## src/rtl/cpu_pkg.sv

```systemverilog
// core shared definitions
`default_nettype none

package cpu_pkg;

    localparam int data_width     = 32;
    localparam int reg_addr_width = 5;

    localparam logic [reg_addr_width-1:0] exc_reg  = 5'd30;
    localparam logic [reg_addr_width-1:0] link_reg = 5'd31;

    // opcodes
    localparam logic [4:0] op_rtype = 5'd0;
    localparam logic [4:0] op_j     = 5'd1;
    localparam logic [4:0] op_bne   = 5'd2;
    localparam logic [4:0] op_jal   = 5'd3;
    localparam logic [4:0] op_addi  = 5'd5;
    localparam logic [4:0] op_blt   = 5'd6;
    localparam logic [4:0] op_sw    = 5'd7;
    localparam logic [4:0] op_lw    = 5'd8;

    // alu function field of r-type
    localparam logic [4:0] alu_add = 5'd0;
    localparam logic [4:0] alu_sub = 5'd1;
    localparam logic [4:0] alu_and = 5'd2;
    localparam logic [4:0] alu_or  = 5'd3;
    localparam logic [4:0] alu_sll = 5'd4;
    localparam logic [4:0] alu_sra = 5'd5;

    // values written to r30 on overflow
    localparam logic [data_width-1:0] exc_add  = 32'd1;
    localparam logic [data_width-1:0] exc_addi = 32'd2;
    localparam logic [data_width-1:0] exc_sub  = 32'd3;

    typedef struct packed {
        logic [4:0]                opcode;
        logic [reg_addr_width-1:0] rd;
        logic [reg_addr_width-1:0] rs;
        logic [reg_addr_width-1:0] rt;
        logic [4:0]                shamt;
        logic [4:0]                alu_op;
        logic [1:0]                pad;     // unused low bits
    } r_view_t;

    typedef struct packed {
        logic [4:0]                opcode;
        logic [reg_addr_width-1:0] rd;
        logic [reg_addr_width-1:0] rs;
        logic [16:0]               imm;     // signed
    } i_view_t;

    typedef struct packed {
        logic [4:0]  opcode;
        logic [26:0] target;
    } j_view_t;

    typedef union packed {
        r_view_t r;
        i_view_t i;
        j_view_t j;
    } instr_t;

    typedef struct packed {
        logic [4:0]                alu_op;
        logic [4:0]                shamt;
        logic                      use_imm;
        logic                      is_load;
        logic                      is_store;
        logic                      is_bne;
        logic                      is_blt;
        logic                      is_jump;
        logic                      is_link;
        logic                      reg_write;
        logic [reg_addr_width-1:0] dest;
        logic [data_width-1:0]     exc_code;  // zero when no overflow trap
    } ctrl_t;

    typedef struct packed {
        logic [data_width-1:0]     pc_plus1;
        ctrl_t                     ctrl;
        logic [reg_addr_width-1:0] rs;
        logic [reg_addr_width-1:0] rt;        // second source index
        logic [data_width-1:0]     a;
        logic [data_width-1:0]     b;
        logic [data_width-1:0]     imm;
    } dx_t;

    typedef struct packed {
        ctrl_t                 ctrl;
        logic [data_width-1:0] result;
        logic [data_width-1:0] store_data;
    } xm_t;

    typedef struct packed {
        ctrl_t                 ctrl;
        logic [data_width-1:0] result;
        logic [data_width-1:0] load_data;
    } mw_t;

    typedef enum logic [1:0] {
        from_reg,
        from_xm,
        from_mw
    } fwd_sel_t;

endpackage

`default_nettype wire

```

## src/rtl/alu.sv

```systemverilog
// integer alu
`timescale 1ns/100ps
`default_nettype none

module alu #(
    parameter int width = 32
) (
    input  logic [width-1:0] a,
    input  logic [width-1:0] b,
    input  logic [4:0]       op,
    input  logic [4:0]       shamt,
    output logic [width-1:0] result,
    output logic             overflow,
    output logic             not_equal,
    output logic             less_than
);

    logic [width-1:0] sum;
    logic [width-1:0] diff;
    logic             add_ovf;
    logic             sub_ovf;

    assign sum  = a + b;
    assign diff = a - b;

    // sign of result differs from what the operands allow
    assign add_ovf = (a[width-1] == b[width-1]) && (sum[width-1] != a[width-1]);
    assign sub_ovf = (a[width-1] != b[width-1]) && (diff[width-1] != a[width-1]);

    assign not_equal = |diff;
    assign less_than = diff[width-1] ^ sub_ovf;  // signed a < b

    always_comb begin
        overflow = 1'b0;
        case (op)
            cpu_pkg::alu_add: begin
                result   = sum;
                overflow = add_ovf;
            end
            cpu_pkg::alu_sub: begin
                result   = diff;
                overflow = sub_ovf;
            end
            cpu_pkg::alu_and: result = a & b;
            cpu_pkg::alu_or:  result = a | b;
            cpu_pkg::alu_sll: result = a << shamt;
            cpu_pkg::alu_sra: result = $signed(a) >>> shamt;
            default:          result = sum;
        endcase
    end

endmodule

`default_nettype wire

```

## src/rtl/execute_stage.sv

```systemverilog
// execute stage and execute/memory register
`timescale 1ns/100ps
`default_nettype none

module execute_stage #(
    parameter int width = 32
) (
    input  logic              clock,
    input  logic              reset,
    input  cpu_pkg::dx_t      dx,
    input  logic [width-1:0]  xm_fwd,
    input  logic [width-1:0]  mw_fwd,
    input  cpu_pkg::fwd_sel_t fwd_a,
    input  cpu_pkg::fwd_sel_t fwd_b,
    output logic              redirect,
    output logic [width-1:0]  redirect_pc,
    output cpu_pkg::xm_t      xm
);

    logic [width-1:0] op_a;
    logic [width-1:0] op_b;
    logic [width-1:0] alu_b;
    logic [width-1:0] alu_result;
    logic             overflow;
    logic             not_equal;
    logic             less_than;
    logic             taken;
    cpu_pkg::xm_t     xm_next;

    function automatic logic [width-1:0] fwd_mux(input cpu_pkg::fwd_sel_t sel,
                                                 input logic [width-1:0] reg_val,
                                                 input logic [width-1:0] xm_val,
                                                 input logic [width-1:0] mw_val);
        case (sel)
            cpu_pkg::from_xm: return xm_val;
            cpu_pkg::from_mw: return mw_val;
            default:          return reg_val;
        endcase
    endfunction

    assign op_a  = fwd_mux(fwd_a, dx.a, xm_fwd, mw_fwd);
    assign op_b  = fwd_mux(fwd_b, dx.b, xm_fwd, mw_fwd);  // rd value for sw and branches
    assign alu_b = dx.ctrl.use_imm ? dx.imm : op_b;

    alu #(
        .width(width)
    ) u_alu (
        .a        (op_a),
        .b        (alu_b),
        .op       (dx.ctrl.alu_op),
        .shamt    (dx.ctrl.shamt),
        .result   (alu_result),
        .overflow (overflow),
        .not_equal(not_equal),
        .less_than(less_than)
    );

    // a is rs, b is rd, so blt wants b < a
    assign taken = (dx.ctrl.is_bne && not_equal)
                 || (dx.ctrl.is_blt && not_equal && !less_than);

    assign redirect    = taken || dx.ctrl.is_jump;
    assign redirect_pc = dx.ctrl.is_jump ? dx.imm : dx.pc_plus1 + dx.imm;

    always_comb begin
        xm_next.ctrl       = dx.ctrl;
        xm_next.result     = dx.ctrl.is_link ? dx.pc_plus1 : alu_result;
        xm_next.store_data = op_b;
        if (overflow && (dx.ctrl.exc_code != '0)) begin
            // trap value goes to r30 in place of rd
            xm_next.ctrl.dest = cpu_pkg::exc_reg;
            xm_next.result    = dx.ctrl.exc_code;
        end
    end

    always_ff @(posedge clock) begin
        xm <= xm_next;
        if (reset) begin
            xm.ctrl <= '0;
        end
    end

endmodule

`default_nettype wire

```

## src/rtl/fetch_unit.sv

```systemverilog
// program counter and fetch stage
`timescale 1ns/100ps
`default_nettype none

module fetch_unit (
    input  logic                            clock,
    input  logic                            reset,
    input  logic                            stall,
    input  logic                            redirect,
    input  logic [cpu_pkg::data_width-1:0]  redirect_pc,
    output logic [cpu_pkg::data_width-1:0]  address_imem,
    input  logic [cpu_pkg::data_width-1:0]  q_imem,
    output logic [cpu_pkg::data_width-1:0]  fd_pc,
    output cpu_pkg::instr_t                 fd_instr
);

    logic [cpu_pkg::data_width-1:0] pc;

    assign address_imem = pc;  // word address

    always_ff @(posedge clock) begin
        if (reset) begin
            pc       <= '0;
            fd_instr <= '0;
        end else if (redirect) begin
            pc       <= redirect_pc;
            fd_instr <= '0;  // squash the wrong-path fetch
        end else if (!stall) begin
            pc       <= pc + 32'd1;
            fd_instr <= q_imem;
        end
    end

    // pc of the instruction held in decode
    always_ff @(posedge clock) begin
        if (redirect || !stall) begin
            fd_pc <= pc;
        end
    end

endmodule

`default_nettype wire

```

## src/rtl/hazard_unit.sv

```systemverilog
// forwarding and load-use detection
`timescale 1ns/100ps
`default_nettype none

module hazard_unit (
    input  logic [cpu_pkg::reg_addr_width-1:0] dx_rs,
    input  logic [cpu_pkg::reg_addr_width-1:0] dx_rt,
    input  logic [cpu_pkg::reg_addr_width-1:0] fd_rs,
    input  logic [cpu_pkg::reg_addr_width-1:0] fd_rt,
    input  cpu_pkg::ctrl_t                     dx_ctrl,
    input  cpu_pkg::ctrl_t                     xm_ctrl,
    input  cpu_pkg::ctrl_t                     mw_ctrl,
    output cpu_pkg::fwd_sel_t                  fwd_a,
    output cpu_pkg::fwd_sel_t                  fwd_b,
    output logic                               fwd_store,
    output logic                               fwd_dec_a,
    output logic                               fwd_dec_b,
    output logic                               stall
);

    // does stage c write register r (r0 never matches)
    function automatic logic writes(input cpu_pkg::ctrl_t c,
                                    input logic [cpu_pkg::reg_addr_width-1:0] r);
        return c.reg_write && (r != '0) && (c.dest == r);
    endfunction

    function automatic cpu_pkg::fwd_sel_t pick(input logic [cpu_pkg::reg_addr_width-1:0] r,
                                               input cpu_pkg::ctrl_t xm_c,
                                               input cpu_pkg::ctrl_t mw_c);
        if (writes(xm_c, r)) begin
            return cpu_pkg::from_xm;  // youngest producer wins
        end else if (writes(mw_c, r)) begin
            return cpu_pkg::from_mw;
        end
        return cpu_pkg::from_reg;
    endfunction

    assign fwd_a = pick(dx_rs, xm_ctrl, mw_ctrl);
    assign fwd_b = pick(dx_rt, xm_ctrl, mw_ctrl);

    // store in memory, its data register written by writeback
    assign fwd_store = xm_ctrl.is_store && writes(mw_ctrl, xm_ctrl.dest);

    // regfile write lands at the edge, too late for the decode read
    assign fwd_dec_a = writes(mw_ctrl, fd_rs);
    assign fwd_dec_b = writes(mw_ctrl, fd_rt);

    // load data only exists after the memory stage
    assign stall = dx_ctrl.is_load && (writes(dx_ctrl, fd_rs) || writes(dx_ctrl, fd_rt));

endmodule

`default_nettype wire

```

## src/rtl/instr_decoder.sv

```systemverilog
// instruction decoder
`timescale 1ns/100ps
`default_nettype none

module instr_decoder (
    input  cpu_pkg::instr_t instr,
    output cpu_pkg::ctrl_t  ctrl
);

    always_comb begin
        ctrl = '0;  // unknown opcodes fall through as a bubble
        case (instr.r.opcode)
            cpu_pkg::op_rtype: begin
                ctrl.alu_op = instr.r.alu_op;
                ctrl.shamt  = instr.r.shamt;
                ctrl.dest   = instr.r.rd;
                case (instr.r.alu_op)
                    cpu_pkg::alu_add: begin
                        ctrl.reg_write = 1'b1;
                        ctrl.exc_code  = cpu_pkg::exc_add;
                    end
                    cpu_pkg::alu_sub: begin
                        ctrl.reg_write = 1'b1;
                        ctrl.exc_code  = cpu_pkg::exc_sub;
                    end
                    cpu_pkg::alu_and, cpu_pkg::alu_or,
                    cpu_pkg::alu_sll, cpu_pkg::alu_sra: ctrl.reg_write = 1'b1;
                    default: ctrl.reg_write = 1'b0;
                endcase
            end
            cpu_pkg::op_addi: begin
                ctrl.use_imm   = 1'b1;
                ctrl.reg_write = 1'b1;
                ctrl.dest      = instr.i.rd;
                ctrl.exc_code  = cpu_pkg::exc_addi;
            end
            cpu_pkg::op_lw: begin
                ctrl.use_imm   = 1'b1;
                ctrl.is_load   = 1'b1;
                ctrl.reg_write = 1'b1;
                ctrl.dest      = instr.i.rd;
            end
            cpu_pkg::op_sw: begin
                ctrl.use_imm  = 1'b1;
                ctrl.is_store = 1'b1;
                ctrl.dest     = instr.i.rd;  // store data source, never written
            end
            cpu_pkg::op_bne: begin
                ctrl.is_bne = 1'b1;
                ctrl.alu_op = cpu_pkg::alu_sub;
            end
            cpu_pkg::op_blt: begin
                ctrl.is_blt = 1'b1;
                ctrl.alu_op = cpu_pkg::alu_sub;
            end
            cpu_pkg::op_j: ctrl.is_jump = 1'b1;
            cpu_pkg::op_jal: begin
                ctrl.is_jump   = 1'b1;
                ctrl.is_link   = 1'b1;
                ctrl.reg_write = 1'b1;
                ctrl.dest      = cpu_pkg::link_reg;
            end
            default: ctrl = '0;
        endcase
    end

endmodule

`default_nettype wire

```

## src/rtl/processor.sv

```systemverilog
// five-stage pipelined core
`timescale 1ns/100ps
`default_nettype none

module processor (
    input  logic                                clock,
    input  logic                                reset,
    output logic [cpu_pkg::data_width-1:0]      address_imem,
    input  logic [cpu_pkg::data_width-1:0]      q_imem,
    output logic [cpu_pkg::data_width-1:0]      address_dmem,
    output logic [cpu_pkg::data_width-1:0]      data,
    output logic                                wren,
    input  logic [cpu_pkg::data_width-1:0]      q_dmem,
    output logic                                ctrl_write_enable,
    output logic [cpu_pkg::reg_addr_width-1:0]  ctrl_write_reg,
    output logic [cpu_pkg::reg_addr_width-1:0]  ctrl_read_reg_a,
    output logic [cpu_pkg::reg_addr_width-1:0]  ctrl_read_reg_b,
    output logic [cpu_pkg::data_width-1:0]      data_write_reg,
    input  logic [cpu_pkg::data_width-1:0]      data_read_reg_a,
    input  logic [cpu_pkg::data_width-1:0]      data_read_reg_b
);

    logic [cpu_pkg::data_width-1:0] fd_pc;
    cpu_pkg::instr_t                fd_instr;
    cpu_pkg::ctrl_t                 fd_ctrl;
    cpu_pkg::dx_t                   dx_next;
    cpu_pkg::dx_t                   dx;
    cpu_pkg::xm_t                   xm;
    cpu_pkg::mw_t                   mw;
    cpu_pkg::fwd_sel_t              fwd_a;
    cpu_pkg::fwd_sel_t              fwd_b;
    logic                           fwd_store;
    logic                           fwd_dec_a;
    logic                           fwd_dec_b;
    logic                           stall;
    logic                           redirect;
    logic [cpu_pkg::data_width-1:0] redirect_pc;
    logic [cpu_pkg::data_width-1:0] wb_data;
    logic                           read_rd;

    fetch_unit u_fetch (
        .clock       (clock),
        .reset       (reset),
        .stall       (stall),
        .redirect    (redirect),
        .redirect_pc (redirect_pc),
        .address_imem(address_imem),
        .q_imem      (q_imem),
        .fd_pc       (fd_pc),
        .fd_instr    (fd_instr)
    );

    instr_decoder u_decoder (
        .instr(fd_instr),
        .ctrl (fd_ctrl)
    );

    // sw and branches compare or store rd, so it goes on port b
    assign read_rd         = fd_ctrl.is_store || fd_ctrl.is_bne || fd_ctrl.is_blt;
    assign ctrl_read_reg_a = fd_instr.r.rs;
    assign ctrl_read_reg_b = read_rd ? fd_instr.r.rd : fd_instr.r.rt;

    hazard_unit u_hazard (
        .dx_rs    (dx.rs),
        .dx_rt    (dx.rt),
        .fd_rs    (ctrl_read_reg_a),
        .fd_rt    (ctrl_read_reg_b),
        .dx_ctrl  (dx.ctrl),
        .xm_ctrl  (xm.ctrl),
        .mw_ctrl  (mw.ctrl),
        .fwd_a    (fwd_a),
        .fwd_b    (fwd_b),
        .fwd_store(fwd_store),
        .fwd_dec_a(fwd_dec_a),
        .fwd_dec_b(fwd_dec_b),
        .stall    (stall)
    );

    always_comb begin
        dx_next.pc_plus1 = fd_pc + 32'd1;
        dx_next.ctrl     = fd_ctrl;
        dx_next.rs       = ctrl_read_reg_a;
        dx_next.rt       = ctrl_read_reg_b;
        dx_next.a        = fwd_dec_a ? wb_data : data_read_reg_a;
        dx_next.b        = fwd_dec_b ? wb_data : data_read_reg_b;
        if (fd_ctrl.is_jump) begin
            dx_next.imm = {5'b0, fd_instr.j.target};  // absolute target
        end else begin
            dx_next.imm = {{15{fd_instr.i.imm[16]}}, fd_instr.i.imm};
        end
    end

    always_ff @(posedge clock) begin
        dx <= dx_next;
        if (reset || stall || redirect) begin
            dx.ctrl <= '0;  // bubble
        end
    end

    execute_stage #(
        .width(cpu_pkg::data_width)
    ) u_execute (
        .clock      (clock),
        .reset      (reset),
        .dx         (dx),
        .xm_fwd     (xm.result),
        .mw_fwd     (wb_data),
        .fwd_a      (fwd_a),
        .fwd_b      (fwd_b),
        .redirect   (redirect),
        .redirect_pc(redirect_pc),
        .xm         (xm)
    );

    // memory stage
    assign address_dmem = xm.result;
    assign data         = fwd_store ? wb_data : xm.store_data;
    assign wren         = xm.ctrl.is_store;

    always_ff @(posedge clock) begin
        mw.result    <= xm.result;
        mw.load_data <= q_dmem;
        if (reset) begin
            mw.ctrl <= '0;
        end else begin
            mw.ctrl <= xm.ctrl;
        end
    end

    // writeback
    assign wb_data           = mw.ctrl.is_load ? mw.load_data : mw.result;
    assign data_write_reg    = wb_data;
    assign ctrl_write_reg    = mw.ctrl.dest;
    assign ctrl_write_enable = mw.ctrl.reg_write && (mw.ctrl.dest != '0);  // r0 stays zero

endmodule

`default_nettype wire

```

## config.mk

```make
export PLATFORM = sky130hd
export DESIGN_NAME = processor
export DESIGN_NICKNAME = d
export VERILOG_FILES = /design/src/rtl/cpu_pkg.sv /design/src/rtl/alu.sv /design/src/rtl/execute_stage.sv /design/src/rtl/fetch_unit.sv /design/src/rtl/hazard_unit.sv /design/src/rtl/instr_decoder.sv /design/src/rtl/processor.sv
export SDC_FILE = /design/constraint.sdc
export NUM_CORES = 1
export LEC_CHECK = 0
export BUFFER_PORTS_ARGS = -buffer_cell sky130_fd_sc_hd__buf_2
export CAP_MARGIN = 10
export CORE_MARGIN = 5
export CORE_UTILIZATION = 59
export DETAILED_ROUTE_END_ITERATION = 16
export PLACE_DENSITY = 0.79
export REMOVE_ABC_BUFFERS = 1
export SLEW_MARGIN = 10
export SYNTH_ARGS = -nofsm -noshare
export SYNTH_HDL_FRONTEND = slang
export SYNTH_HIERARCHICAL = 1
export SYNTH_SLANG_ARGS = --single-unit
```

## constraint.sdc

```tcl
create_clock -name clock -period 11.9 [get_ports clock]
set_input_delay 1.785 -clock clock [delete_from_list [all_inputs] [get_ports clock]]
set_output_delay 1.785 -clock clock [all_outputs]
set_load 0.03 [all_outputs]
```

==> flow_metrics.py <==
metrics = {
    "sta": {
        "fin_crit_ns": 10.16,
        "fin_worst_skew_ns": 0.0453,
        "max_slew_margin_pct": 12.3,
        "setup_tns_ns": 0,
        "fin_crit_sh_pct": 85.4,
        "final_max_slew_viol_count": 0,
        "worstMarginPinSlew_ns": 1.31,
        "setup_viol": 0,
        "max_freq_mhz": 98.4,
        "setup_ws_ns": 1.74,
        "rsz0062_at_grt": "no",
        "hold_violations": 0,
    },
    "finish": {
        "largest_reg_flops": 189,
        "stdcell_count": 4108,
        "area_growth_pct": 11.1,
        "fill_cells": 3766,
        "top_register": "dx",
        "num-nets-final": 3732,
        "largestRegisters": "dx: 189 flops, u_execute/xm: 72 flops, mw: 66 flops",
        "drive_gt1_share_pct": 17.2,
        "fin_util_pct": 66.4,
        "antenna_cells": 0,
    },
    "place": {
        "place_ws_ns": 1.93,
        "gp_congestion": 1.08,
        "place_hpwl_um": 81700,
        "port_buffers": 274,
        "dp_cells": 4027,
    },
    "routing": {
        "dr.pass1.iters": 6,
        "viasPerCell": 6.72,
        "wl_per_cell_um": 26.4,
        "drt_iter0_markers": 3706,
        "ant_nets": 0,
        "vias": 27591,
        "drc": 0,
        "wl_um": 108000,
    },
    "floorplan": {
        "placement_rows": 79,
        "ios": 275,
        "fp.dieH_um": 227,
        "core-area_um2": 46700,
        "initial_core_util_pct": 59.7,
        "die_w_um": 227,
        "floorplan.die_area_um2": 51700,
    },
    "synthesis": {
        "avgSynthCellArea_um2": 8.43,
        "netlist_area_um2": 27900,
        "syn-instance-count": 3307,
        "yosysWarningCount": 6,
    },
    "cts": {
        "cts_root_buffer": "clkbuf_16",
        "clock-sinks": 428,
        "cts_tree": "built",
        "ctsResizeCount": 0,
        "numCtsBuffers": 44,
        "clock_latency_ns": 0.60,
        "cts_buffer_depth": 3,
        "htree_levels": 2,
        "clk_pin_slew_ns": 0.06,
        "post-cts-setup-buffer-count": 0,
        "ctsHoldBuffers": 0,
    },
    "setup_path": {
        "cp_slowest_cell": "o21ai_0",
        "endpoint_kind": "flip-flop",
        "cp.required_ns": 12.38,
        "critPathTopFamily": "simple AND/OR/NAND/NOR gates",
        "cp_slowest_stage_delay_ns": 0.95,
        "criticalPathCategory": "reg2reg",
        "start_kind": "flip-flop",
        "path_buf_inv": 3,
        "critical_path_arrival_ns": 10.64,
        "crit_fanout": 17,
    },
    "hold_path": {
        "hp-class": "reg2reg",
    },
    "global_routing": {
        "overflow": 0,
        "track_usage_pct": 40.2,
        "grt_max_degree": 69,
        "antenna_found_initial": 4,
        "grt_pass1_wl_um": 159000,
        "grt_pass1_vias": 26167,
    },
    "outcome": {
        "outcome": "complete, no violations",
    },
    "pwr": {
        "vdd_drop_max_mv": 0.144,
        "powerDensity_nw_per_um2": 151,
        "p_leak_uw": 0.0130,
    },
    "run": {
        "drv_cap": 0,
    },
}
[cell type report]
cell class | instances | area (um^2) | share of cell area [%]
Multi-Input combinational cell | 2454 | 17200 | 55.6
Sequential cell | 428 | 8900 | 28.7
Timing Repair Buffer | 347 | 1920 | 6.20
Clock buffer | 68 | 1280 | 4.14
Tap cell | 607 | 759 | 2.45
Inverter | 191 | 717 | 2.31
Clock inverter | 13 | 183 | 0.590
[stage by stage]
stage                     power, uW  instance area (um^2)  hold WS [ns]
final                          4690                 31000         0.346
after global routing           4860                 31000         0.362
after CTS                      4640                 31000         0.349
after detailed placement       3240                 29500         0.338
after global placement         3210                 29500         0.334
after floorplan                2700                 26800         0.331
[placed cells by master (no fill, tap or decap), types with 25 or more instances in the layout]
cell / instances
mux2_2: 59
edfxtp_1: 32
and3_1: 29
o31ai_1: 27
xor2_1: 30
nand3_1: 46
nand2_1: 229
buf_4: 73
a221oi_1: 27
dfxtp_1: 390
nor2b_1: 25
xnor2_1: 97
and2_1: 72
o21ai_0: 180
mux2i_1: 164
nor3_1: 45
nor2_1: 340
a21oi_1: 280
nand4_1: 43
mux4_2: 58
ha_1: 130
conb_1: 30
a22oi_1: 76
nor4_1: 25
buf_2: 274
clkbuf_16: 45
inv_1: 186
a211oi_1: 28
o21ai_1: 28
a21o_1: 29
[power breakdown]
| group | switching (uW) | internal, uW |
|---|---|---|
| registers | 171 | 1620 |
| logic | 1010 | 478 |
| clock network | 596 | 813 |
| total | 1780 | 2910 |
[metal layers]
metal  share of wire (%)  global-route usage (%)  up-vias  wire (um)
met5               0.018                       0        -         20
met4                 5.9                    19.6        2       6360
met3                  11                    8.43      379      11800
met2                  45                    63.6     1881      48700
li1                    -                       -    12175          -
met1                  38                    52.7    13154      41300
[path summary, 6_finish.rpt]
check | from | endpoint | slack (ns) | cells after the start
min reg2reg | u_fetch/fd_instr[1] | dx[1] | 0.35 | 0
max reg2reg | dx[102] | u_fetch/address_imem[30] | 1.74 | 35
max | dx[102] | u_fetch/address_imem[30] | 1.74 | 35
min | u_fetch/fd_instr[1] | dx[1] | 0.35 | 0
(Power assumes the default switching activity.)
